$ cat config.mk
export PLATFORM = sky130hd
export DESIGN_NAME = mem_subsys
export DESIGN_NICKNAME = d
export VERILOG_FILES = /design/src/rtl/bus_pkg.sv /design/src/rtl/mmu_pkg.sv /design/src/rtl/bus_req_if.sv /design/src/rtl/align_check.sv /design/src/rtl/bus_control.sv /design/src/rtl/mem_subsys.sv /design/src/rtl/mmu_map.sv
export SDC_FILE = /design/constraint.sdc
export NUM_CORES = 1
export LEC_CHECK = 0
export BUFFER_PORTS_ARGS = -buffer_cell sky130_fd_sc_hd__buf_4
export CAP_MARGIN = 0
export CORE_ASPECT_RATIO = 1.25
export CORE_MARGIN = 5
export CORE_UTILIZATION = 38
export DETAILED_ROUTE_END_ITERATION = 8
export HOLD_SLACK_MARGIN = 0.15
export PLACE_DENSITY_LB_ADDON = 0.05
export RECOVER_POWER = 25
export SYNTH_ARGS = -nofsm -noshare
export SYNTH_HDL_FRONTEND = slang
export SYNTH_SLANG_ARGS = --single-unit
export TNS_END_PERCENT = 20
$ cat constraint.sdc
create_clock -name sysclk -period 10.71 [get_ports sysclk]
set_input_delay 2.142 -clock sysclk [delete_from_list [all_inputs] [get_ports sysclk]]
set_output_delay 2.142 -clock sysclk [all_outputs]
set_load 0.01 [all_outputs]
$ cat src/rtl/bus_pkg.sv
// bus widths, the I/O page base, the access kind
// and the completion status of one bus access

package bus_pkg;

   // ---------------------------------------------------------------------------
   // widths
   // ---------------------------------------------------------------------------

   // virtual address seen by the CPU side
   localparam int va_width = 16;

   // physical byte address, 256 KB
   localparam int pa_width = 18;

   localparam int data_width = 16;

   // 760000 octal, top 8 KB of physical space
   localparam logic [pa_width-1:0] io_page_base = 18'o760000;

   // ---------------------------------------------------------------------------
   // access kind and completion status
   // ---------------------------------------------------------------------------

   typedef enum logic
   {
      bus_read  = 1'b0,
      bus_write = 1'b1
   } bus_kind_e;

   // abort wins over odd when both apply
   typedef enum logic [1:0]
   {
      status_ok    = 2'd0,
      status_abort = 2'd1,
      status_odd   = 2'd2
   } bus_status_e;

endpackage

$ cat src/rtl/mmu_pkg.sv
// page register fields, access-control codes
// and the register write-word union

package mmu_pkg;

   // page number, va bits 15 to 13
   typedef logic [2:0] page_sel_t;

   // any code not listed here behaves as nonresident
   typedef enum logic [2:0]
   {
      acf_nonres     = 3'd0,
      acf_read_only  = 3'd2,
      acf_read_write = 3'd6
   } acf_e;

   // ---------------------------------------------------------------------------
   // page descriptor, 16 bits
   // ---------------------------------------------------------------------------
   typedef struct packed
   {
      logic       rsv15;
      logic [6:0] plen;
      logic       rsv7;
      logic       written;
      logic [2:0] rsv5_3;
      acf_e       acf;
   } pdr_t;

   // page address register as seen in a write word
   typedef struct packed
   {
      logic [3:0]  rsv;
      logic [11:0] addr;
   } par_word_t;

   // one write word, decoded by pxr_addr bit 3
   typedef union packed
   {
      pdr_t      pdr;
      par_word_t par_w;
   } pxr_word_u;

endpackage

$ cat src/rtl/bus_req_if.sv
// held bus request shared by the mapping unit
// and the alignment checker

`timescale 1ns/1ns

interface bus_req_if;

   // one-cycle request pulse, the rest is held until ack or err
   logic                              strobe;
   bus_pkg::bus_kind_e                kind;
   logic                              byte_op;
   logic [bus_pkg::va_width-1:0]      va;
   logic [bus_pkg::data_width-1:0]    wdata;

   modport src (output strobe, kind, byte_op, va, wdata);

   modport map_side (input strobe, kind, va);

   modport align_side (input strobe, byte_op, va, wdata);

endinterface

$ cat src/rtl/align_check.sv
// alignment checker: odd-address trap, byte-lane enables
// and write-data lane steering

`timescale 1ns/1ns

module align_check (
   input  logic                              sysclk,
   input  logic                              rst,
   bus_req_if.align_side                     req,
   output logic                              odd,
   output logic                              ub_en,
   output logic                              lb_en,
   output logic [bus_pkg::data_width-1:0]    lane_wdata,
   output logic                              align_valid
);

   logic                              odd_c;
   logic                              ub_c;
   logic                              lb_c;
   logic [bus_pkg::data_width-1:0]    lane_c;

   // word at odd address traps
   assign odd_c = !req.byte_op && req.va[0];

   // words use both lanes, bytes pick a lane by va bit 0
   assign ub_c = !req.byte_op || req.va[0];
   assign lb_c = !req.byte_op || !req.va[0];

   // byte data goes to both lanes, the lane enables pick one
   assign lane_c = req.byte_op ? {req.wdata[7:0], req.wdata[7:0]} : req.wdata;

   always_ff @(posedge sysclk)
   begin
      if (rst)
      begin
         align_valid <= 1'b0;
         odd         <= 1'b0;
      end
      else
      begin
         align_valid <= req.strobe;
         if (req.strobe)
            odd <= odd_c;
      end
   end

   always_ff @(posedge sysclk)
   begin
      if (req.strobe)
      begin
         ub_en      <= ub_c;
         lb_en      <= lb_c;
         lane_wdata <= lane_c;
      end
   end

endmodule

$ cat src/rtl/bus_control.sv
// bus controller: joins mapping and alignment results,
// runs the async SRAM cycle and returns data, ack or error

`timescale 1ns/1ns

module bus_control #(
   parameter int RAM_WAIT = 2
) (
   input  logic                              sysclk,
   input  logic                              rst,
   input  bus_pkg::bus_kind_e                kind,
   input  logic                              byte_hi,
   input  logic [bus_pkg::pa_width-1:0]      pa,
   input  logic                              abort,
   input  logic                              map_valid,
   input  logic                              odd,
   input  logic                              ub_en,
   input  logic                              lb_en,
   input  logic [bus_pkg::data_width-1:0]    lane_wdata,
   input  logic                              align_valid,
   output logic [bus_pkg::pa_width-2:0]      ram_a,
   output logic [bus_pkg::data_width-1:0]    ram_wdata,
   input  logic [bus_pkg::data_width-1:0]    ram_rdata,
   output logic                              ram_ce_n,
   output logic                              ram_oe_n,
   output logic                              ram_we_n,
   output logic                              ram_ub_n,
   output logic                              ram_lb_n,
   output logic [bus_pkg::data_width-1:0]    rdata,
   output logic                              ack,
   output logic                              err,
   output bus_pkg::bus_status_e              err_status
);

   localparam int cnt_w = (RAM_WAIT > 1) ? $clog2(RAM_WAIT) : 1;

   typedef enum logic [1:0]
   {
      st_idle   = 2'd0,
      st_check  = 2'd1,
      st_access = 2'd2
   } state_e;

   state_e                            state;
   logic [cnt_w-1:0]                  wait_cnt;
   logic                              abort_q;
   logic                              odd_q;
   logic                              ub_q;
   logic                              lb_q;
   logic [bus_pkg::data_width-1:0]    rd_steer;

   // byte reads come back zero-extended in the low lane
   always_comb
   begin
      if (ub_q ^ lb_q)
         rd_steer = byte_hi ? {8'h00, ram_rdata[15:8]} : {8'h00, ram_rdata[7:0]};
      else
         rd_steer = ram_rdata;
   end

   // ---------------------------------------------------------------------------
   // access FSM
   // ---------------------------------------------------------------------------
   always_ff @(posedge sysclk)
   begin
      if (rst)
      begin
         state      <= st_idle;
         wait_cnt   <= '0;
         abort_q    <= 1'b0;
         odd_q      <= 1'b0;
         ack        <= 1'b0;
         err        <= 1'b0;
         err_status <= bus_pkg::status_ok;
         ram_ce_n   <= 1'b1;
         ram_oe_n   <= 1'b1;
         ram_we_n   <= 1'b1;
         ram_ub_n   <= 1'b1;
         ram_lb_n   <= 1'b1;
      end
      else
      begin
         ack <= 1'b0;
         err <= 1'b0;
         case (state)
            st_idle:
            begin
               if (map_valid && align_valid)
               begin
                  abort_q <= abort;
                  odd_q   <= odd;
                  state   <= st_check;
               end
            end
            st_check:
            begin
               if (abort_q || odd_q)
               begin
                  err        <= 1'b1;
                  err_status <= abort_q ? bus_pkg::status_abort : bus_pkg::status_odd;
                  state      <= st_idle;
               end
               else
               begin
                  ram_ce_n <= 1'b0;
                  ram_oe_n <= (kind != bus_pkg::bus_read);
                  ram_we_n <= (kind != bus_pkg::bus_write);
                  ram_ub_n <= !ub_q;
                  ram_lb_n <= !lb_q;
                  wait_cnt <= cnt_w'(RAM_WAIT - 1);
                  state    <= st_access;
               end
            end
            st_access:
            begin
               if (wait_cnt == '0)
               begin
                  ram_ce_n   <= 1'b1;
                  ram_oe_n   <= 1'b1;
                  ram_we_n   <= 1'b1;
                  ram_ub_n   <= 1'b1;
                  ram_lb_n   <= 1'b1;
                  ack        <= 1'b1;
                  err_status <= bus_pkg::status_ok;
                  state      <= st_idle;
               end
               else
                  wait_cnt <= wait_cnt - 1'b1;
            end
            default:
               state <= st_idle;
         endcase
      end
   end

   // address, lanes and write data held for the whole cycle
   always_ff @(posedge sysclk)
   begin
      if ((state == st_idle) && map_valid && align_valid)
      begin
         ram_a     <= pa[bus_pkg::pa_width-1:1];
         ram_wdata <= lane_wdata;
         ub_q      <= ub_en;
         lb_q      <= lb_en;
      end
   end

   // read data sampled as the strobes rise
   always_ff @(posedge sysclk)
   begin
      if ((state == st_access) && (wait_cnt == '0))
         rdata <= rd_steer;
   end

endmodule

$ cat src/rtl/mem_subsys.sv
// memory path top level: request interface, mapping unit,
// alignment checker and SRAM bus controller

`timescale 1ns/1ns

module mem_subsys #(
   parameter int RAM_WAIT = 2
) (
   input  logic                              sysclk,
   input  logic                              rst,
   input  logic                              req,
   input  bus_pkg::bus_kind_e                kind,
   input  logic                              byte_op,
   input  logic [bus_pkg::va_width-1:0]      va,
   input  logic [bus_pkg::data_width-1:0]    wdata,
   input  logic                              mmu_en,
   input  logic                              pxr_wr,
   input  logic [3:0]                        pxr_addr,
   input  logic [15:0]                       pxr_data,
   output logic [bus_pkg::data_width-1:0]    rdata,
   output logic                              ack,
   output logic                              err,
   output bus_pkg::bus_status_e              err_status,
   output logic [bus_pkg::pa_width-2:0]      ram_a,
   output logic [bus_pkg::data_width-1:0]    ram_wdata,
   input  logic [bus_pkg::data_width-1:0]    ram_rdata,
   output logic                              ram_ce_n,
   output logic                              ram_oe_n,
   output logic                              ram_we_n,
   output logic                              ram_ub_n,
   output logic                              ram_lb_n
);

   logic [bus_pkg::pa_width-1:0]      pa;
   logic                              abort;
   logic                              map_valid;
   logic                              odd;
   logic                              ub_en;
   logic                              lb_en;
   logic [bus_pkg::data_width-1:0]    lane_wdata;
   logic                              align_valid;
   logic                              byte_hi;

   bus_req_if req_bus ();

   assign req_bus.strobe  = req;
   assign req_bus.kind    = kind;
   assign req_bus.byte_op = byte_op;
   assign req_bus.va      = va;
   assign req_bus.wdata   = wdata;

   assign byte_hi = va[0];

   // ---------------------------------------------------------------------------
   // mapping and alignment run side by side on the same request
   // ---------------------------------------------------------------------------
   mmu_map u_mmu_map (
      .sysclk    (sysclk),
      .rst       (rst),
      .req       (req_bus.map_side),
      .mmu_en    (mmu_en),
      .pxr_wr    (pxr_wr),
      .pxr_addr  (pxr_addr),
      .pxr_data  (pxr_data),
      .pa        (pa),
      .abort     (abort),
      .map_valid (map_valid)
   );

   align_check u_align_check (
      .sysclk      (sysclk),
      .rst         (rst),
      .req         (req_bus.align_side),
      .odd         (odd),
      .ub_en       (ub_en),
      .lb_en       (lb_en),
      .lane_wdata  (lane_wdata),
      .align_valid (align_valid)
   );

   bus_control #(
      .RAM_WAIT (RAM_WAIT)
   ) u_bus_control (
      .sysclk      (sysclk),
      .rst         (rst),
      .kind        (kind),
      .byte_hi     (byte_hi),
      .pa          (pa),
      .abort       (abort),
      .map_valid   (map_valid),
      .odd         (odd),
      .ub_en       (ub_en),
      .lb_en       (lb_en),
      .lane_wdata  (lane_wdata),
      .align_valid (align_valid),
      .ram_a       (ram_a),
      .ram_wdata   (ram_wdata),
      .ram_rdata   (ram_rdata),
      .ram_ce_n    (ram_ce_n),
      .ram_oe_n    (ram_oe_n),
      .ram_we_n    (ram_we_n),
      .ram_ub_n    (ram_ub_n),
      .ram_lb_n    (ram_lb_n),
      .rdata       (rdata),
      .ack         (ack),
      .err         (err),
      .err_status  (err_status)
   );

endmodule

$ cat src/rtl/mmu_map.sv
// kernel page mapping unit: page address and descriptor registers,
// address relocation and the abort decision

`timescale 1ns/1ns

module mmu_map (
   input  logic                            sysclk,
   input  logic                            rst,
   bus_req_if.map_side                     req,
   input  logic                            mmu_en,
   input  logic                            pxr_wr,
   input  logic [3:0]                      pxr_addr,
   input  mmu_pkg::pxr_word_u              pxr_data,
   output logic [bus_pkg::pa_width-1:0]    pa,
   output logic                            abort,
   output logic                            map_valid
);

   logic [11:0]                     par [8];
   mmu_pkg::pdr_t                   pdr [8];
   mmu_pkg::page_sel_t              page;
   logic [6:0]                      block;
   mmu_pkg::pdr_t                   cur_pdr;
   mmu_pkg::pdr_t                   pdr_wr_val;
   logic                            acf_rd_ok;
   logic                            acf_wr_ok;
   logic [bus_pkg::pa_width-1:0]    pa_c;
   logic                            abort_c;

   assign page    = req.va[15:13];
   assign block   = req.va[12:6];
   assign cur_pdr = pdr[page];

   // reserved bits and W are stored as zero
   always_comb
   begin
      pdr_wr_val         = pxr_data.pdr;
      pdr_wr_val.rsv15   = 1'b0;
      pdr_wr_val.rsv7    = 1'b0;
      pdr_wr_val.rsv5_3  = 3'b000;
      pdr_wr_val.written = 1'b0;
   end

   assign acf_rd_ok = (cur_pdr.acf == mmu_pkg::acf_read_only) ||
                      (cur_pdr.acf == mmu_pkg::acf_read_write);
   assign acf_wr_ok = (cur_pdr.acf == mmu_pkg::acf_read_write);

   // ---------------------------------------------------------------------------
   // relocation and abort
   // ---------------------------------------------------------------------------
   always_comb
   begin
      if (mmu_en)
      begin
         pa_c    = {par[page], 6'b000000} + {5'b00000, req.va[12:0]};
         abort_c = !acf_rd_ok ||
                   ((req.kind == bus_pkg::bus_write) && !acf_wr_ok) ||
                   (block > cur_pdr.plen);
      end
      else
      begin
         // unmapped: top 8 KB goes to the I/O page
         if (page == 3'b111)
            pa_c = bus_pkg::io_page_base | {5'b00000, req.va[12:0]};
         else
            pa_c = {2'b00, req.va};
         abort_c = 1'b0;
      end
   end

   // page registers
   always_ff @(posedge sysclk)
   begin
      if (rst)
      begin
         for (int i = 0; i < 8; i++)
         begin
            par[i] <= '0;
            pdr[i] <= '0;
         end
      end
      else
      begin
         if (pxr_wr)
         begin
            if (pxr_addr[3])
               pdr[pxr_addr[2:0]] <= pdr_wr_val;
            else
               par[pxr_addr[2:0]] <= pxr_data.par_w.addr;
         end
      end
   end

   always_ff @(posedge sysclk)
   begin
      if (rst)
      begin
         map_valid <= 1'b0;
         abort     <= 1'b0;
      end
      else
      begin
         map_valid <= req.strobe;
         if (req.strobe)
            abort <= abort_c;
      end
   end

   always_ff @(posedge sysclk)
   begin
      if (req.strobe)
         pa <= pa_c;
   end

endmodule

# [Word-level counts from Yosys, hierarchy flattened]
# Memory sizes are Yosys's and may differ from the RTL's.
# Cells that the tools add are included.
[classes] n_addsub=2 magnitude_cmp=1 eq_ne=9 mux=45 bitwise=5 n_reduce_logical=28
[op_table] op="18-bit 2-to-1 mux" count=2
[op_table] op="16-bit 2-to-1 mux" count=2
[op_table] op="1-bit 2-to-1 mux" count=23
[op_table] op="18-bit by 13-bit adder with 18-bit output" count=1
[op_table] op="12-bit 2-to-1 mux" count=1
[op_table] op="1-bit case mux with 2 select lines" count=6
[op_table] op="12-bit OR reduction" count=1
[op_table] op="10-bit 2-to-1 mux" count=1
[op_table] op="2-bit 2-to-1 mux" count=5
[op_table] op="10-bit OR reduction" count=1
[op_table] op="8-bit 2-to-1 mux" count=1
[op_table] op="7-bit > comparator" count=1
[op_table] op="3-bit == test (second input constant)" count=2
[op_table] op="1-bit logical NOT" count=6
[op_table] op="1-bit logical OR" count=6
[op_table] op="3-bit 2-to-1 mux" count=2
[op_table] op="2-bit != test (second input constant)" count=3
[op_table] op="2-bit case mux with 3 select lines" count=1
[op_table] op="2-bit AND reduction" count=3
[op_table] op="3-bit AND reduction" count=2
[op_table] op="1-bit logical AND" count=5
[op_table] op="1-bit NOT" count=4
[op_table] op="2-bit case mux with 2 select lines" count=1
[op_table] op="2-bit OR reduction" count=2
[op_table] op="8 further kinds" count=8
[totals] reg_bits=104 ramBits=176 in_bits=75 out_inout_bits=58 wordCells=116 n_memories=2
[mem_list] memory="u_mmu_map.par" words=8 word_bits=12 read_ports=1 rd_ports_with_merged_regs=0 write_ports=8 line="mmu_map.sv:19" text="logic [11:0] par [8];"
[mem_list] memory="u_mmu_map.pdr" words=8 word_bits=10 read_ports=1 rd_ports_with_merged_regs=0 write_ports=8 line="mmu_map.sv:20" text="mmu_pkg::pdr_t pdr [8];"

# [Logic depth before layout (Yosys ltp)]
# Gate-level depths: netlist of the first run.
# An unclocked memory read counts as a cell.
[depth] ltp_word=7 mapped_depth=12 depth_no_buf=10

# [Modules after synthesis]
# From an unflattened synthesis of the first run, not the netlist that was laid out.
[unflattened] hier_cells=800 hier_area_um2=12331.8
[modules_own_cells] module="mmu_map" instances=1 cells_per_inst=627 area_each_um2=9296.4 seq_area_each_um2=5865.6
[modules_own_cells] module="bus_control" instances=1 cells_per_inst=138 area_each_um2=2318.5 seq_area_each_um2=1811.7
[modules_own_cells] module="align_check" instances=1 cells_per_inst=35 area_each_um2=716.9 seq_area_each_um2=580.6

# [Least setup slack after synthesis of the first run]
# OpenSTA, ideal clock, no wires.
[synth_path] path_kind="input port to flip-flop" startpoint="input port va[15] in the netlist's numbering" endpoint="register u_mmu_map.pa[17] in the netlist's numbering (data pin)" setup_time_ns=0.136 arrival_ns=4.809 t_required_ns=10.574 setup_slack_ns=5.766 path_stages=11 path_buffers=4 path_cell_list="buf_6 buf_4 buf_2 clkbuf_1 mux2_2 ha_1 nand3_1 o211ai_1 o21ai_0 or4_1 nand3_1"
[synth_between] elab_chain_cells=3 elab_cells_between_ends=5 classes_between="1 x add/sub; 1 x eq/ne; 2 x mux; 1 x memory"
[synth_lines] element="from (decl)" line="mem_subsys.sv:14" text="input logic [bus_pkg::va_width-1:0] va,"
[synth_lines] element="memory 8 x 12 bit or 3-bit == test (tied branches)"
[synth_lines] element="18-bit by 13-bit adder with 18-bit output or 18-bit 2-to-1 mux (tied branches)" line="mmu_map.sv:55, mmu_map.sv:63"
[synth_lines] element="18-bit 2-to-1 mux *" line="mmu_map.sv:53" text="if (mmu_en)"
[synth_lines] element="via u_mmu_map.pa_c (one bit)" line="mmu_map.sv:27" text="logic [bus_pkg::pa_width-1:0] pa_c;"
[synth_lines] element="to (signal assigned)" line="mmu_map.sv:112" text="pa <= pa_c;"
[synth_lines] element="to (decl)" line="mmu_map.sv:14" text="output logic [bus_pkg::pa_width-1:0] pa,"
# Mark *: on every way through the listed nets, which the timed path passes. The rest lies on a longest branch.
# A chain may end at the register's enable or synchronous reset.

# [Worst setup path after layout of the first run]
[layout_path] startpoint="input port va[13] in the netlist's numbering" endpoint="register u_mmu_map.pa[17] in the netlist's numbering (data pin)"
# The elaborated chain is that of the path after synthesis.

==> flow_summary.json, run 1 <==
{
  "place_area_mm2": 0.0136,
  "port_buffers": 131,
  "cp_max_fo": 49,
  "r2r-start": "u_mmu_map.par[7][3]",
  "path_depth": 9,
  "syn-num-nets": 892,
  "syn_area_per_cell_um2": 15.3,
  "min-delay-start": "u_mmu_map.pa[5]",
  "antenna_left": 0,
  "placementRows": 73,
  "grt_pass1_vias": 7279,
  "synth_edf_count": 262,
  "clkSinkCount": 279,
  "die_w_um": 170,
  "startpoint_type": "input pin",
  "async_flop_share_pct": 0,
  "min_period_ns": 5.11,
  "antenna_found_initial": 0,
  "setup_viol": 0,
  "grt_usage_pct": 15.3,
  "cts_buffers": 29,
  "r2r_setup_slack_ns": 7.70,
  "cellLeakagePower_nw": 5.32,
  "hpwl_mm": 18.2,
  "worst-path-buf-inv": 1,
  "grt_max_degree": 50,
  "cts_root_buf": "clkbuf_16",
  "criticalPathCategory": "input pin to flip-flop",
  "io_pins": 133,
  "nets": 1021,
  "reg2reg_to": "u_mmu_map.pa[17]",
  "fin_skew_ns": 0.0175,
  "synth_area_leaders": "edfxtp_1 64%, and2_1 9.4%, mux4_2 6.1%, mux2_2 2.9%, dfxtp_1 2.8%",
  "core_area_mm2": 0.0318,
  "synth_top_cell_area_share_pct": 64.4,
  "rsz0062_at_grt": "false",
  "crit_path_frequent_cell": "nand3_1",
  "crit_required_ns": 11.12,
  "ctsHoldBuffers": 0,
  "drt_iter0_drc": 401,
  "via_count": 6842,
  "ys_warn_count": 0,
  "violations": "max-capacitance violations, max-slew violations",
  "cp_slowest_stage_delay_ns": 0.68,
  "overflow": 0,
  "synth_top_cells_by_count": "262 x edfxtp_1, 184 x and2_1, 34 x clkbuf_1, 33 x mux4_2, 33 x nor2_1",
  "pwr_density_cell_mw_per_mm2": 173,
  "synth.distinct_cells": 51,
  "hp-class": "flip-flop to flip-flop",
  "drive_gt1_share_pct": 27.9,
  "vdd_ir_drop_max_mv": 0.0965,
  "slew_headroom_pct": -37.7,
  "fin_tns_setup_ns": 0,
  "clkLatencyLatePin_ns": 0.55,
  "clockBufferDepth": 3,
  "status": "finished with violations",
  "cap_viol_max_count": 2,
  "ys_seq_elements": 279,
  "min_delay_path_depth": 0,
  "reg2regPathDepth": 8,
  "ys.flop_type": "edfxtp_1",
  "fin_area_mm2": 0.0145,
  "synthCells": 799,
  "end_kind": "flip-flop",
  "path_delay_family": "multiplexers",
  "worstPathArrival_ns": 5.51,
  "cts_tree": "done",
  "timing.fmax_mhz": 196,
  "critPathSlowestCell": "buf_4",
  "yosys.area.top_type": "edfxtp_1",
  "drc": 0,
  "firstDrtPassIters": 4,
  "synth_most_common_cell": "edfxtp_1",
  "via_per_inst": 5.02,
  "dieArea_mm2": 0.0359,
  "gp_congestion": 0.750,
  "grt_first_pass_wirelength_mm": 42.2,
  "worst_pin_slew_ns": 2.07,
  "holdWs_ns": 0.413,
  "min_period_over_period_pct": 47.7,
  "path_cells": "buf_4 -> mux4_2 -> mux2_2 -> ha_1 -> nand3_1 -> o211ai_1 -> o21ai_0 -> or4_1 -> nand3_1",
  "cts_setup_buffers": 0,
  "die_h_um": 210,
  "ys_seq_area_share_pct": 67.2,
  "syn_area_mm2": 0.0122,
  "insertedDiodeCount": 0,
  "wl_per_cell_um": 20.7,
  "post_cts_resized": 0,
  "syn_to_final_growth_pct": 18.8,
  "clk_pin_slew_worst_paths_ns": 0.06,
  "start_util_pct": 38.4,
  "cts_max_level": 1,
  "hold_violations": 0,
  "whs_endpoint": "u_bus_control.ram_a[4]",
  "drt-total-wl_mm": 28.1,
  "slew_violations": 78
}
[cell usage in the layout (no fill, tap or decap), types with 10 or more instances in the layout]
| cell type | Yosys | routed |
|---|---|---|
| mux4_2 | 33 | 33 |
| dfxtp_1 | 17 | 17 |
| clkbuf_1 | 34 | 15 |
| mux2_2 | 32 | 32 |
| clkbuf_4 | 0 | 15 |
| buf_4 | 2 | 118 |
| nand2_1 | 21 | 21 |
| mux2i_1 | 14 | 14 |
| clkbuf_16 | 0 | 29 |
| edfxtp_1 | 262 | 262 |
| nor2_1 | 33 | 33 |
| inv_1 | 14 | 14 |
| a21oi_1 | 10 | 10 |
| or2_2 | 19 | 19 |
| ha_1 | 17 | 17 |
| and2_1 | 184 | 182 |
[final cells by class]
cell class	count	area, um^2
multi-input combinational	463	3780
clock buffer	36	752
fill	2841	17300
inverter	14	52.6
tap	412	515
clock inverter	17	181
sequential	279	8210
timing repair buffer	141	1030
[cell families (layout without fill, tap and decap cells)]
group | after synthesis | in the layout | synth area share, %
mux | 84 | 84 | 11.1
fa+ha+maj | 18 | 18 | 1.90
compound gates | 51 | 51 | 2.94
xor+xnor | 7 | 7 | 0.502
simple gates | 303 | 303 | 14.4
buf+inv | 57 | 208 | 1.99
flops | 279 | 279 | 67.2
[sequential cells by signal, summed over array words and instances (netlist names), 2 cells and up]
| register | cells |
|---|---|
| u_mmu_map.par | 96 |
| u_mmu_map.pdr | 80 |
| u_bus_control.ram_a | 17 |
| u_mmu_map.pa | 17 |
| u_align_check.lane_wdata | 16 |
| u_bus_control.ram_wdata | 16 |
| u_bus_control.rdata | 16 |
| u_bus_control.err_status | 2 |
| u_bus_control.state | 2 |
[worst max path at each step]
stage | from | end | slack, ns
2_1_floorplan | va[15] | u_mmu_map.pa[17] | 5.77
3_3_place_gp | va[13] | u_mmu_map.pa[17] | 5.06
3_5_place_dp | va[13] | u_mmu_map.pa[17] | 5.04
4_1_cts | va[13] | u_mmu_map.pa[17] | 5.62
5_1_grt | va[13] | u_mmu_map.pa[17] | 5.43
6_report | va[13] | u_mmu_map.pa[17] | 5.60
[per-layer routing]
layer | track usage [%] | vias to the layer above | routed length [um]
met2 | 27.2 | 198 | 14300
met1 | 19.4 | 3402 | 11300
met4 | 4.30 | 0 | 602
met3 | 2.46 | 44 | 1850
li1 | - | 3198 | -
met5 | 0 | - | 0
[power breakdown]
part           total (mW)  leakage (nW)  internal [mW]  switching (mW)
combinational       0.231          2.23          0.105           0.127
clock               0.994         0.459          0.591           0.403
sequential           1.28          2.63           1.27          0.0172
total                2.51          5.32           1.96           0.547
[stage by stage]
step                instances  setup WS (ns)  power, mW  util (%)
floorplan                 799           5.77       1.44         -
global placement         1309           5.06       1.53      42.8
detailed placement       1309           5.04       1.54      42.8
CTS                      1362           5.62       2.54      45.8
global route             1362           5.43       2.61      45.7
finish                   1362           5.60       2.51      45.7
Note: power is estimated with default switching activity, not from simulation.
==> run 2, diff against run 1 <==
--- a/config.mk
+++ b/config.mk
@@ -5,6 +5,7 @@
 export SDC_FILE = /design/constraint.sdc
 export NUM_CORES = 1
 export LEC_CHECK = 0
+export ABC_AREA = 1
 export BUFFER_PORTS_ARGS = -buffer_cell sky130_fd_sc_hd__buf_4
 export CAP_MARGIN = 0
 export CORE_ASPECT_RATIO = 1.25
==> constraint.sdc (replaced) <==
create_clock -name sysclk -period 4.3 [get_ports sysclk]
set_input_delay 0.86 -clock sysclk [delete_from_list [all_inputs] [get_ports sysclk]]
set_output_delay 0.86 -clock sysclk [all_outputs]
set_load 0.01 [all_outputs]
==> flow_summary.json, run 2 <==
{
  "gp_congestion": 0.799,
  "min_period_ns": 3.19,
  "cap_viol_max_count": 1,
  "crit_path_frequent_cell": "nand2_1",
  "die_h_um": 209,
  "core_area_mm2": 0.0316,
  "cts_root_buf": "clkbuf_16",
  "ys_seq_elements": 279,
  "worstPathArrival_ns": 3.46,
  "cts_setup_buffers": 0,
  "path_delay_family": "buffers and inverters",
  "pwr_density_cell_mw_per_mm2": 446,
  "worst-path-buf-inv": 4,
  "synth_top_cell_area_share_pct": 65.2,
  "cellLeakagePower_nw": 5.74,
  "placementRows": 73,
  "reg2regPathDepth": 15,
  "fin_cells": 1683,
  "syn_area_per_cell_um2": 10.7,
  "grt_first_pass_wirelength_mm": 45.3,
  "fin_tns_setup_ns": 0,
  "crit_end": "u_mmu_map.pa[15]",
  "power_mw": 6.41,
  "cp_slowest_stage_delay_ns": 0.33,
  "hpwl_mm": 20.1,
  "synth_most_common_cell": "nor2_1",
  "synthCells": 1125,
  "grt_usage_pct": 16.3,
  "r2r-start": "u_mmu_map.par[6][0]",
  "min_period_over_period_pct": 74.2,
  "clk_pin_slew_worst_paths_ns": 0.06,
  "end_kind": "flip-flop",
  "ys_seq_area_share_pct": 68.0,
  "vdd_ir_drop_max_mv": 0.262,
  "slew_headroom_pct": -36.5,
  "wl_per_cell_um": 17.6,
  "start_util_pct": 38.2,
  "dieArea_mm2": 0.0355,
  "drc": 0,
  "cts_max_level": 1,
  "status": "finished with violations",
  "path_cells": "buf_4 -> inv_4 -> buf_4 -> o21ai_0 -> a31oi_1 -> ha_1 -> or2_2 -> nand2_1 -> nor2_1 -> nor2_1 -> inv_1 -> nand2_1 -> nand2_1 -> nand3_1 -> o21ai_1",
  "firstDrtPassIters": 5,
  "post_cts_resized": 0,
  "crit_required_ns": 4.56,
  "synth_area_leaders": "edfxtp_1 65%, nor2_1 9.0%, nand2_1 5.2%, o21ai_0 3.9%, dfxtp_1 2.8%",
  "criticalPathCategory": "input pin to flip-flop",
  "yosys.area.top_type": "edfxtp_1",
  "slew_violations": 38,
  "synth.distinct_cells": 37,
  "r2r_setup_slack_ns": 1.66,
  "clkLatencyLatePin_ns": 0.54,
  "cts_buffers": 29,
  "regMostFlops": "u_mmu_map.par",
  "port_buffers": 131,
  "final_common_cell": "nor2_1",
  "drt_iter0_drc": 532,
  "syn_area_mm2": 0.0121,
  "fin_skew_ns": 0.0152,
  "dp_slack_ns": 0.515,
  "nets": 1342,
  "clkSinkCount": 279,
  "insertedDiodeCount": 0,
  "clockBufferDepth": 3,
  "worst_pin_slew_ns": 2.05,
  "antenna_found_initial": 0,
  "largest_reg_flops": 96,
  "path_depth": 15,
  "drt-total-wl_mm": 29.6,
  "via_per_inst": 4.85,
  "via_count": 8162,
  "async_flop_share_pct": 0,
  "cts_tree": "done",
  "io_pins": 133,
  "grt_pass1_vias": 7981,
  "antenna_left": 0,
  "dp.cells": 1630,
  "reg_top3": "u_mmu_map.par (96), u_mmu_map.pdr (80)",
  "ys_warn_count": 0,
  "die_w_um": 169,
  "fin_ws_ns": 1.11,
  "overflow": 0,
  "synth_top_cells_by_count": "288 x nor2_1, 262 x edfxtp_1, 166 x nand2_1, 94 x o21ai_0, 75 x inv_1",
  "startpoint_type": "input pin",
  "rsz0062_at_grt": "false",
  "synth_edf_count": 262,
  "hp-class": "flip-flop to flip-flop",
  "timing.fmax_mhz": 313,
  "crit_start": "va[13]",
  "final_cell_mix": "289 x nor2_1, 262 x edfxtp_1, 166 x nand2_1",
  "violations": "max-capacitance violations, max-slew violations",
  "setup_viol": 0,
  "grt_max_degree": 38,
  "syn_to_final_growth_pct": 19.0,
  "ctsHoldBuffers": 0,
  "drive_gt1_share_pct": 15.8,
  "reg2reg_to": "u_mmu_map.pa[16]",
  "cp_max_fo": 34,
  "critPathSlowestCell": "buf_4",
  "ys.flop_type": "edfxtp_1",
  "hold_violations": 0,
  "syn-num-nets": 1218
}
-- run 2: cell count changes in the layout (fill, tap and decap cells not counted), sizes merged, moves of 36 or more --
cell	change
inv	+63
and2	-183
o21ai	+93
nand2	+150
mux4	-36
nor2	+258
-- run 2: area by class of cell --
class                   instances  area (um^2)
clock buffers                  35          748
fillers                      3036        17200
repair buffers                155         1140
inverters                      79          299
flip-flops and latches        279         8210
clock inverters                18          208
multi-input cells             705         3250
well taps                     412          515
-- run 2: cells by family after synthesis --
family / synth area share (%)
adder cells (fa/ha/maj): 1.93
AO/OA/AOI/OAI: 7.06
AND/OR/NAND/NOR: 17.6
flip-flops: 68.0
XOR/XNOR: 0.353
buffers and inverters: 5.02
-- run 2: layer usage --
layer,global-route usage [%],up-vias,share of wire (%)
met5,0,-,0
met4,3.78,0,1.9
met3,2.39,34,5.9
met2,28.0,215,48
met1,21.8,3837,44
li1,-,4076,-
-- run 2: worst min path at each step --
stage                                      startpoint                    endpoint  slack (ns)  depth (start not counted)
after floorplan                   u_align_check.lb_en          u_bus_control.lb_q        0.40                          0
after detailed placement          u_align_check.lb_en          u_bus_control.lb_q        0.40                          0
final                                u_mmu_map.pa[11]     u_bus_control.ram_a[10]        0.42                          0
after CTS                            u_mmu_map.pa[11]     u_bus_control.ram_a[10]        0.42                          0
after global placement                u_mmu_map.pa[3]      u_bus_control.ram_a[2]        0.40                          0
after global routing      u_align_check.lane_wdata[4]  u_bus_control.ram_wdata[4]        0.42                          0
-- run 2: power by group --
part | switching, mW | total (mW) | leakage [nW] | internal, mW
clock | 1.01 | 2.54 | 0.472 | 1.53
combinational | 0.418 | 0.652 | 2.63 | 0.235
sequential | 0.0491 | 3.22 | 2.64 | 3.17
total | 1.48 | 6.41 | 5.74 | 4.94
-- run 2: through the flow --
step / util (%) / instance area [um^2] / hold WS, ns
after floorplan: - / 12100 / 0.400
after global placement: 42.6 / 13500 / 0.400
after detailed placement: 42.6 / 13500 / 0.405
after CTS: 45.6 / 14400 / 0.417
after global routing: 45.5 / 14400 / 0.422
final: 45.5 / 14400 / 0.417
==> run 3, diff against run 2 <==
==> constraint.sdc (replaced) <==
create_clock -name sysclk -period 2.8 [get_ports sysclk]
set_input_delay 0.56 -clock sysclk [delete_from_list [all_inputs] [get_ports sysclk]]
set_output_delay 0.56 -clock sysclk [all_outputs]
set_load 0.01 [all_outputs]
==> flow_summary.json, run 3 (same netlist as run 2, synthesis figures left out) <==
{
  "drt-total-wl_mm": 30.3,
  "cap_viol_max_count": 1,
  "fin_cells": 1725,
  "dieArea_mm2": 0.0355,
  "startpoint_type": "input pin",
  "core_area_mm2": 0.0316,
  "fin_area_mm2": 0.0147,
  "utilization_pct": 46.5,
  "insertedDiodeCount": 0,
  "firstDrtPassIters": 5,
  "crit_path_frequent_cell": "clkbuf_1",
  "syn_to_final_growth_pct": 21.7,
  "worstPathArrival_ns": 2.64,
  "worst_pin_slew_ns": 2.02,
  "antenna_found_initial": 0,
  "die_h_um": 209,
  "hold_violations": 0,
  "gp_congestion": 0.763,
  "min_period_ns": 2.52,
  "dp.cells": 1674,
  "violations": "max-capacitance violations, max-slew violations",
  "fin_skew_ns": 0.00983,
  "via_per_inst": 4.85,
  "drc": 0,
  "cts_buffers": 28,
  "start_util_pct": 38.2,
  "cts_setup_buffers": 0,
  "pwr_density_cell_mw_per_mm2": 658,
  "cellLeakagePower_nw": 5.90,
  "regMostFlops": "u_mmu_map.par",
  "place_area_mm2": 0.0139,
  "timing.fmax_mhz": 397,
  "drt_iter0_drc": 525,
  "min_period_over_period_pct": 89.9,
  "vdd_ir_drop_max_mv": 0.569,
  "slew_violations": 38,
  "grt_pass1_vias": 8401,
  "placementRows": 73,
  "critPathSlowestCell": "clkbuf_1",
  "hp-class": "input pin to flip-flop",
  "cts_max_level": 1,
  "path_delay_family": "buffers and inverters",
  "clockBufferDepth": 3,
  "ctsHoldBuffers": 0,
  "cp_slowest_stage_delay_ns": 0.88,
  "cts_tree": "done",
  "crit_required_ns": 2.93,
  "path_cells": "clkbuf_1 -> clkinv_1 -> clkbuf_1 -> nand2_1",
  "wl_per_cell_um": 17.5,
  "port_buffers": 131,
  "nets": 1385,
  "setup_viol": 0,
  "antenna_left": 0,
  "grt_first_pass_wirelength_mm": 47.1,
  "clkLatencyLatePin_ns": 0.55,
  "cp_max_fo": 23,
  "clkSinkCount": 279,
  "reg_top3": "u_mmu_map.par (96), u_mmu_map.pdr (80)",
  "worst-path-buf-inv": 3,
  "fin_ws_ns": 0.283,
  "drive_gt1_share_pct": 18.7,
  "grt_usage_pct": 16.9,
  "status": "finished with violations",
  "cts_root_buf": "clkbuf_16",
  "slew_headroom_pct": -35.0,
  "post_cts_resized": 0,
  "power_mw": 9.66,
  "die_w_um": 169,
  "rsz0062_at_grt": "false",
  "largest_reg_flops": 96,
  "overflow": 0,
  "criticalPathCategory": "input pin to flip-flop",
  "final_common_cell": "nor2_1",
  "clk_pin_slew_worst_paths_ns": 0.06,
  "grt_max_degree": 38,
  "final_cell_mix": "289 x nor2_1, 262 x edfxtp_1, 171 x buf_4",
  "dp_slack_ns": -0.242,
  "io_pins": 133,
  "end_kind": "flip-flop",
  "via_count": 8372,
  "hpwl_mm": 20.9
}
## run 3: cell types whose count changed in the layout (fill, tap and decap cells not counted), sizes merged
cell,before,now
bufinv,5,2
clkinv,15,11
buf,133,177
clkinvlp,0,3
clkbuf,57,59
## run 3: cell type report
| cell class | count | area, um^2 |
|---|---|---|
| tap | 412 | 515 |
| fill | 3069 | 16900 |
| clock buffer | 37 | 756 |
| multi-input combinational | 705 | 3270 |
| inverter | 79 | 299 |
| timing repair buffer | 199 | 1520 |
| clock inverter | 14 | 129 |
| sequential | 279 | 8210 |
## run 3: where the power goes
group	total, mW	leakage [nW]	switching [mW]	internal [mW]
combinational	1.07	2.84	0.654	0.419
clock	3.64	0.419	1.56	2.08
sequential	4.95	2.64	0.0785	4.87
total	9.66	5.90	2.29	7.37
## run 3: worst reg2reg max path, stage by stage (launching register included)
cell      delay [ns]
edfxtp_1        0.33
o21ai_0         0.07
o22ai_1         0.22
nor2_1          0.06
a31oi_1         0.24
ha_2            0.24
inv_2           0.04
fa_2            0.37
inv_2           0.07
nand2_1         0.06
nand3_2         0.08
nand2_2         0.07
a21oi_2         0.18
nand3_1         0.09
nand3_1         0.07
nand2_1         0.05
## run 3: metal layers
layer  vias to the layer above  wire (um)  GRT usage, %
met5                         -          0             0
met1                      3946      13200          22.4
li1                       4161          -             -
met2                       228      14800          29.1
met4                         0        626          4.75
met3                        37       1690          2.54
## run 3: path summary, 6_finish.rpt
kind	startpoint	end	slack (ns)	cells past startpoint
setup / recovery	rst	u_mmu_map.par[1][9]	0.28	4
hold / removal	va[1]	u_mmu_map.pa[1]	0.22	1
setup reg to reg	u_mmu_map.par[6][0]	u_mmu_map.pa[16]	0.32	15
hold reg to reg	u_mmu_map.pa[5]	u_bus_control.ram_a[4]	0.42	0
## run 3: stage by stage
step,setup TNS (ns),hold WS (ns)
6_report,0,0.217
5_1_grt,0,0.196
4_1_cts,0,0.164
3_5_place_dp,-1.00,0.405
3_3_place_gp,-0.882,0.401
2_1_floorplan,-0.155,0.400
